### config.mk
export PLATFORM = sky130hd
export DESIGN_NAME = frame_rx_top
export DESIGN_NICKNAME = d
export VERILOG_FILES = /design/src/design/fifo_pkg.sv /design/src/design/frame_pkg.sv /design/src/design/axis_if.sv /design/src/design/frame_rx_top.sv /design/src/design/checksum_stripper.sv /design/src/design/frame_fifo.sv /design/src/design/frame_checker.sv
export SDC_FILE = /design/constraint.sdc
export NUM_CORES = 1
export LEC_CHECK = 0
export BUFFER_PORTS_ARGS = -buffer_cell sky130_fd_sc_hd__buf_2
export CORE_UTILIZATION = 45
export CTS_CLUSTER_SIZE = 14
export DETAILED_ROUTE_END_ITERATION = 8
export GPL_ROUTABILITY_DRIVEN = 0
export SETUP_SLACK_MARGIN = 0.15
export SLEW_MARGIN = 0
export SYNTH_ARGS = -nofsm -noshare
export SYNTH_HDL_FRONTEND = slang
export SYNTH_SLANG_ARGS = --single-unit
### constraint.sdc
create_clock -name clk -period 3.4 [get_ports clk]
set_input_delay 0.68 -clock clk [delete_from_list [all_inputs] [get_ports clk]]
set_output_delay 0.68 -clock clk [all_outputs]
set_load 0.02 [all_outputs]
### src/design/fifo_pkg.sv
package fifo_pkg;

  localparam int fifo_addr_width = 4;
  localparam int fifo_depth = 16;

  // Index into the frame memory.
  typedef logic [fifo_addr_width-1:0] addr_t;

  // Memory index plus a wrap bit, so full and empty can be told apart.
  typedef logic [fifo_addr_width:0] ptr_t;

endpackage

### src/design/frame_pkg.sv
package frame_pkg;

  // One byte of a frame, payload or checksum.
  typedef logic [7:0] byte_t;

  // Byte count within a frame. It saturates on very long frames.
  typedef logic [7:0] len_t;

  // One payload byte followed by the checksum.
  localparam int min_frame_len = 2;

endpackage
### src/design/axis_if.sv
`timescale 1ns/1ns

interface axis_if import frame_pkg::*; ();

  byte_t data;
  logic  valid;
  logic  ready;
  logic  last;
  logic  user; // Bad frame flag, only meaningful together with last.

  modport source (
    output data,
    output valid,
    output last,
    output user,
    input  ready
  );

  modport sink (
    input  data,
    input  valid,
    input  last,
    input  user,
    output ready
  );

endinterface

### src/design/frame_rx_top.sv
`timescale 1ns/1ns

module frame_rx_top import frame_pkg::*; (
  input  logic  clk,
  input  logic  rst,
  input  byte_t in_data,
  input  logic  in_valid,
  output logic  in_ready,
  input  logic  in_last,
  output byte_t out_data,
  output logic  out_valid,
  input  logic  out_ready,
  output logic  out_last,
  output logic  bad_frame,
  output logic  drop_frame
);

  axis_if chk_if ();
  axis_if fifo_if ();

  frame_checker u_checker (
    .clk       (clk),
    .rst       (rst),
    .in_data   (in_data),
    .in_valid  (in_valid),
    .in_ready  (in_ready),
    .in_last   (in_last),
    .m         (chk_if.source),
    .bad_frame (bad_frame)
  );

  frame_fifo u_fifo (
    .clk        (clk),
    .rst        (rst),
    .s          (chk_if.sink),
    .m          (fifo_if.source),
    .drop_frame (drop_frame)
  );

  checksum_stripper u_stripper (
    .clk       (clk),
    .rst       (rst),
    .s         (fifo_if.sink),
    .out_data  (out_data),
    .out_valid (out_valid),
    .out_ready (out_ready),
    .out_last  (out_last)
  );

endmodule

### src/design/checksum_stripper.sv
`timescale 1ns/1ns

module checksum_stripper import frame_pkg::*; (
  input  logic  clk,
  input  logic  rst,
  axis_if.sink  s,
  output byte_t out_data,
  output logic  out_valid,
  input  logic  out_ready,
  output logic  out_last
);

  typedef enum logic {
    empty,
    holding
  } strip_state_t;

  strip_state_t state;
  byte_t        hold_data; // Byte waiting to learn whether it is the checksum.
  byte_t        out_data_q;
  logic         out_last_q;
  logic         out_valid_q;
  logic         out_free;
  logic         take;

  assign out_free = !out_valid_q || out_ready;

  // An empty hold stage always takes a beat; a full one needs room at the output.
  assign s.ready = (state == empty) || out_free;
  assign take = s.valid && s.ready;

  assign out_data = out_data_q;
  assign out_last = out_last_q;
  assign out_valid = out_valid_q;

  always_ff @(posedge clk) begin
    if (take && state == holding) begin
      out_data_q <= hold_data;
      out_last_q <= s.last; // The checksum beat marks the byte before it.
    end
    if (take && !s.last) begin
      hold_data <= s.data;
    end
  end

  always_ff @(posedge clk) begin
    if (rst) begin
      state <= empty;
      out_valid_q <= 1'b0;
    end else begin
      if (out_valid_q && out_ready) begin
        out_valid_q <= 1'b0;
      end
      if (take) begin
        case (state)
          empty: begin
            // A lone last beat carries no payload.
            state <= s.last ? empty : holding;
          end
          holding: begin
            out_valid_q <= 1'b1;
            state <= s.last ? empty : holding;
          end
          default: state <= empty;
        endcase
      end
    end
  end

endmodule

### src/design/frame_fifo.sv
`timescale 1ns/1ns

module frame_fifo import frame_pkg::*, fifo_pkg::*; (
  input  logic   clk,
  input  logic   rst,
  axis_if.sink   s,
  axis_if.source m,
  output logic   drop_frame
);

  logic [$bits(byte_t):0] mem [fifo_depth]; // Last flag above the byte.

  ptr_t  wr_ptr;     // End of the last committed frame.
  ptr_t  wr_ptr_cur; // Next write position inside the frame being received.
  ptr_t  wr_ptr_rd;  // Committed pointer as the read side sees it, one cycle late.
  ptr_t  rd_ptr;
  addr_t wr_addr;
  addr_t rd_addr;
  logic  beat;
  logic  mem_full;
  logic  mem_empty;
  logic  drop_q;
  logic  reject;
  logic  store;
  logic  read;
  byte_t out_data_q;
  logic  out_last_q;
  logic  out_valid_q;

  // Frames that do not fit are dropped, so the input never stalls.
  assign s.ready = 1'b1;

  assign beat = s.valid && s.ready;
  assign wr_addr = wr_ptr_cur[fifo_addr_width-1:0];
  assign rd_addr = rd_ptr[fifo_addr_width-1:0];
  assign mem_full = (wr_ptr_cur - rd_ptr) == ptr_t'(fifo_depth);
  assign mem_empty = (wr_ptr_rd == rd_ptr);

  // Once a beat is rejected the rest of that frame goes too.
  assign reject = beat && (drop_q || mem_full);
  assign store = beat && !drop_q && !mem_full;
  assign drop_frame = drop_q || reject;

  assign read = !mem_empty && (!out_valid_q || m.ready);

  assign m.data = out_data_q;
  assign m.last = out_last_q;
  assign m.valid = out_valid_q;
  assign m.user = 1'b0; // Only good frames are ever committed.

  always_ff @(posedge clk) begin
    if (store) begin
      mem[wr_addr] <= {s.last, s.data};
    end
  end

  always_ff @(posedge clk) begin
    if (read) begin
      {out_last_q, out_data_q} <= mem[rd_addr];
    end
  end

  always_ff @(posedge clk) begin
    if (rst) begin
      wr_ptr <= '0;
      wr_ptr_cur <= '0;
      wr_ptr_rd <= '0;
      rd_ptr <= '0;
      drop_q <= 1'b0;
      out_valid_q <= 1'b0;
    end else begin
      wr_ptr_rd <= wr_ptr;
      if (reject) begin
        drop_q <= !s.last;
        if (s.last) begin
          wr_ptr_cur <= wr_ptr; // Roll back the partial frame.
        end
      end else if (store) begin
        wr_ptr_cur <= wr_ptr_cur + ptr_t'(1);
        if (s.last) begin
          if (s.user) begin
            wr_ptr_cur <= wr_ptr;
          end else begin
            wr_ptr <= wr_ptr_cur + ptr_t'(1); // Commit the frame.
          end
        end
      end
      if (read) begin
        rd_ptr <= rd_ptr + ptr_t'(1);
        out_valid_q <= 1'b1;
      end else if (m.ready) begin
        out_valid_q <= 1'b0;
      end
    end
  end

endmodule

### src/design/frame_checker.sv
`timescale 1ns/1ns

module frame_checker import frame_pkg::*; (
  input  logic   clk,
  input  logic   rst,
  input  byte_t  in_data,
  input  logic   in_valid,
  output logic   in_ready,
  input  logic   in_last,
  axis_if.source m,
  output logic   bad_frame
);

  byte_t xor_acc;
  byte_t xor_next;
  len_t  byte_cnt;
  len_t  cnt_next;
  logic  fire;

  assign xor_next = xor_acc ^ in_data; // Zero over a whole good frame.
  assign cnt_next = (byte_cnt == '1) ? byte_cnt : byte_cnt + len_t'(1);
  assign fire = in_valid && m.ready;

  // The stream passes straight through to the buffer.
  assign m.data = in_data;
  assign m.valid = in_valid;
  assign m.last = in_last;
  assign in_ready = m.ready;

  // Flag the frame on its last beat when the checksum fails or it is too short.
  assign m.user = in_last && ((xor_next != '0) || (cnt_next < len_t'(min_frame_len)));

  always_ff @(posedge clk) begin
    if (rst) begin
      xor_acc <= '0;
      byte_cnt <= '0;
      bad_frame <= 1'b0;
    end else begin
      bad_frame <= fire && m.user; // One pulse per flagged frame.
      if (fire) begin
        if (in_last) begin
          xor_acc <= '0;
          byte_cnt <= '0;
        end else begin
          xor_acc <= xor_next;
          byte_cnt <= cnt_next;
        end
      end
    end
  end

endmodule

==> run_results.csv <==
group,metric,value,unit
hold_path,hold_depth,0,
hold_path,holdPathEnd,"u_stripper.hold_data[3]",
layout,final_layout_size_suffix_gt1_share,24.0,%
logic_synthesis,synth_top_area_cell,"edfxtp_1",
logic_synthesis,syn_nets,534,
logic_synthesis,synthTopCellsByArea,"edfxtp_1 (59%), mux4_2 (12%), dfxtp_1 (9.5%), xor2_1 (1.7%), nor2_1 (1.6%)",
worst_setup_path,ff2ff_setup_slack,0.40,ns
logic_synthesis,ys_warn_count,0,
pwr,p_int,5050,uW
clocking,post_cts_resized,0,
worst_setup_path,crit_chain,"ha_1 -> a21oi_1 -> and4_1 -> o2111a_2 -> a21o_2 -> buf_2",
global_routing,grt_max_degree,41,
placed_design,portBuffers,24,
layout,final_cells,793,
worst_setup_path,crit_required,2.72,ns
clocking,cts_made_buffers,23,
logic_synthesis,ys_ff_latch,211,
pwr,total_leakage_power,0.00336,uW
layout,nFillCells,1449,
global_routing,gr-total-overflow,0,
placed_design,dpl.cell_count,751,
worst_setup_path,crit_type,"flip-flop to primary output",
clocking,clock_path_buffers,3,
die,io_pins,26,
detailed_routing,dr.pass1.iters,4,
worst_setup_path,regToRegStartpoint,"u_fifo.wr_ptr_cur[2]",
logic_synthesis,syn_area_per_cell,16.8,um^2
timing,hold_ws,0.421,ns
clocking,clock_sinks,211,
clocking,cts_tree,"yes",
global_routing,grt_pass1_wl,26700,um
global_routing,antenna_found_initial,0,
clocking,cts.clk_slew.worst_paths,0.06,ns
detailed_routing,ant_nets,0,
logic_synthesis,synth_edf_count,170,
logic_synthesis,synth_top_cell_area_share,59.4,%
detailed_routing,wire_per_inst,21.6,um
clocking,cts_setup_buffers,0,
logic_synthesis,synth_commonest_cells,"edfxtp_1 (170), mux4_2 (45), dfxtp_1 (41), nor2_1 (36), and3_1 (20)",
worst_setup_path,crit_fanout,8,
placed_design,hpwlAfterDp,11300,um
logic_synthesis,yosysMostFrequentCell,"edfxtp_1",
worst_setup_path,path_buf_inv,1,
clocking,clk-insertion-delay-late,0.51,ns
layout,finalNetCount,565,
worst_setup_path,crit_family,"compound AO/OA/AOI/OAI gates",
pwr,peakVddDrop,0.000337,V
clocking,cts_root_buffer,"clkbuf_16",
detailed_routing,via_count,4500,
logic_synthesis,synth_area,8600,um^2
hold_path,min_path_type,"flip-flop to flip-flop",
global_routing,first_global_vias,4640,
pwr,total_power,6500,uW
timing,setup-violations-final,0,
timing,fin_crit,3.00,ns
logic_synthesis,netlist_instances,511,
timing,rsz0062_at_grt,"no",
detailed_routing,routed_wl,17100,um
die,dieArea,19700,um^2
timing,fmax,333,MHz
worst_setup_path,worst_setup_path_start_kind,"flip-flop",
timing,period_share,88.3,%
logic_synthesis,synth.distinct_cells,56,
clocking,cts_max_level,1,
pwr,p_sw,1450,uW
worst_setup_path,r2r_end,"u_fifo.mem[1][2]",
layout,areaGrowthSynthToFinish,13.9,%
logic_synthesis,async_flop_share,0,%
logic_synthesis,synth_ff_type,"edfxtp_1",
die,core_area,18700,um^2
worst_setup_path,cpPeakStageDelay,0.48,ns
timing,finalHoldViolations,0,
layout,diodes,0,
detailed_routing,drc,0,
pwr,p_clk_share,41.6,%
pwr,seq_power_share,45.8,%
die,fp.dieH,140,um
timing,setup_tns,0,ns
timing,fin_skew,0.0195,ns
die,row_count,50,
detailed_routing,drt_iter0_drc,281,
pwr,pwr-share-comb,12.6,%
worst_setup_path,critical_path_arrival,2.32,ns
timing,tightest_slew,0.860,ns
hold_path,min_from,"u_fifo.m.data[3]",
timing,worst_slack,0.399,ns
global_routing,track_usage,18.3,%
detailed_routing,vias_per_cell,5.67,
clocking,postCtsHoldBufs,0,
die,die_w,140,um
pwr,powerDensity,664,nW/um^2
run_status,outcome,"finished clean",
job,cap_violations,0,
pwr,switching_share,22.3,%
worst_setup_path,worst_path_max_delay_cell,"dfxtp_1",
logic_synthesis,ys_seq_area_share,68.9,%
timing,final_max_slew_viol_count,0,
worst_setup_path,ff2ff_path_depth,6,
timing,max-slew-margin-rel,42.6,%
die,initial_core_util,46.0,%
worst_setup_path,endpoint_kind,"primary output",
placed_design,dp_slack,0.407,ns
[kinds of logic after synthesis]
family                   count (synthesis)  share of synthesized area (%)
AO/OA/AOI/OAI                           64                           5.46
XOR/XNOR                                26                           2.81
adder cells (fa/ha/maj)                 10                           1.45
buffers and inverters                   36                           1.92
flip-flops                             211                           68.9
multiplexers                            52                           12.9
other                                    1                         0.0436
AND/OR/NAND/NOR                        111                           6.52
[worst reg2reg max path, cell delays in order, from the launching register on]
cell,delay [ns]
dfxtp_1,0.48
ha_1,0.32
a21oi_1,0.19
a211oi_1,0.09
o2111a_2,0.31
nor2_1,0.61
and3_1,0.63
[through the flow]
stage	utilization (%)	area (um^2)
after CTS	52.3	9790
final	52.3	9790
after detailed placement	47.9	8950
after global routing	52.3	9790
after floorplan	-	8600
after global placement	47.9	8950
[metal layers]
metal / GRT usage, % / up-vias / wire, um
met5: 0 / - / 0
met4: 6.30 / 0 / 418
met3: 2.94 / 34 / 1020
met2: 29.6 / 138 / 8110
met1: 25.2 / 2260 / 7550
li1: - / 2068 / -
[placed cells by master, fill, tap and decap left out, types with 2 or more instances in the layout]
cell type and n:
clkbuf_1 2, nor2_1 36, a31o_2 3, o221ai_1 2, mux2i_1 2, buf_4 9, clkinv_1 3, buf_2 24
dfxtp_2 2, a21oi_1 19, nand4_1 4, a2111oi_2 2, bufinv_16 5, o31a_1 2, and4_1 2, nor4_1 3
nor2b_1 9, nand2_1 18, clkinv_2 2, edfxtp_1 170, ha_1 10, nand2b_1 3, a211oi_1 6, and3_1 20
xor2_1 17, clkbuf_8 5, inv_1 9, mux2_4 5, nor3_1 5, mux4_2 45, inv_6 2, dfxtp_1 39
and2_1 3, clkbuf_16 23, xnor2_1 8, a21o_1 2, o21ai_0 12, nand3_1 4
[sequential cells by signal (all words and copies together) (netlist names), 5 cells and up]
name,flops
u_fifo.wr_ptr_cur,5
u_fifo.rd_ptr,5
u_fifo.wr_ptr_rd,5
u_fifo.wr_ptr,5
u_checker.byte_cnt,8
u_stripper.out_data,8
u_fifo.mem,144
u_stripper.hold_data,8
u_fifo.m.data,8
u_checker.xor_acc,8
[power groups by stage]
stage / sequential [uW] / clock (uW) / combinational (uW)
after CTS: 2980 / 2750 / 836
final: 2980 / 2710 / 817
after global placement: 3030 / 0 / 826
after global routing: 2980 / 2840 / 888
after floorplan: 3020 / 0 / 627
after detailed placement: 3030 / 0 / 832
[final cells by class]
class,instances,area (um^2),area share [%]
Clock buffer,30,652,6.66
Multi-Input combinational cell,264,2510,25.6
Timing Repair Buffer,33,188,1.92
Clock inverter,12,189,1.93
Sequential cell,211,5930,60.5
Tap cell,234,293,2.99
Inverter,9,33.8,0.345
[worst max path at each step]
| stage | from | endpoint | depth (start not counted) |
|---|---|---|---|
| floorplan | u_fifo.rd_ptr[1] | u_fifo.mem[15][0] | 10 |
| global placement | u_fifo.wr_ptr_cur[2] | u_fifo.mem[1][3] | 6 |
| detailed placement | in_data[0] | u_fifo.wr_ptr[3] | 7 |
| CTS | u_fifo.wr_ptr_cur[2] | drop_frame | 6 |
| global route | u_fifo.wr_ptr_cur[0] | u_fifo.mem[1][2] | 7 |
| finish | u_fifo.wr_ptr_cur[2] | drop_frame | 6 |
Note: power is estimated with default switching activity, not from simulation.
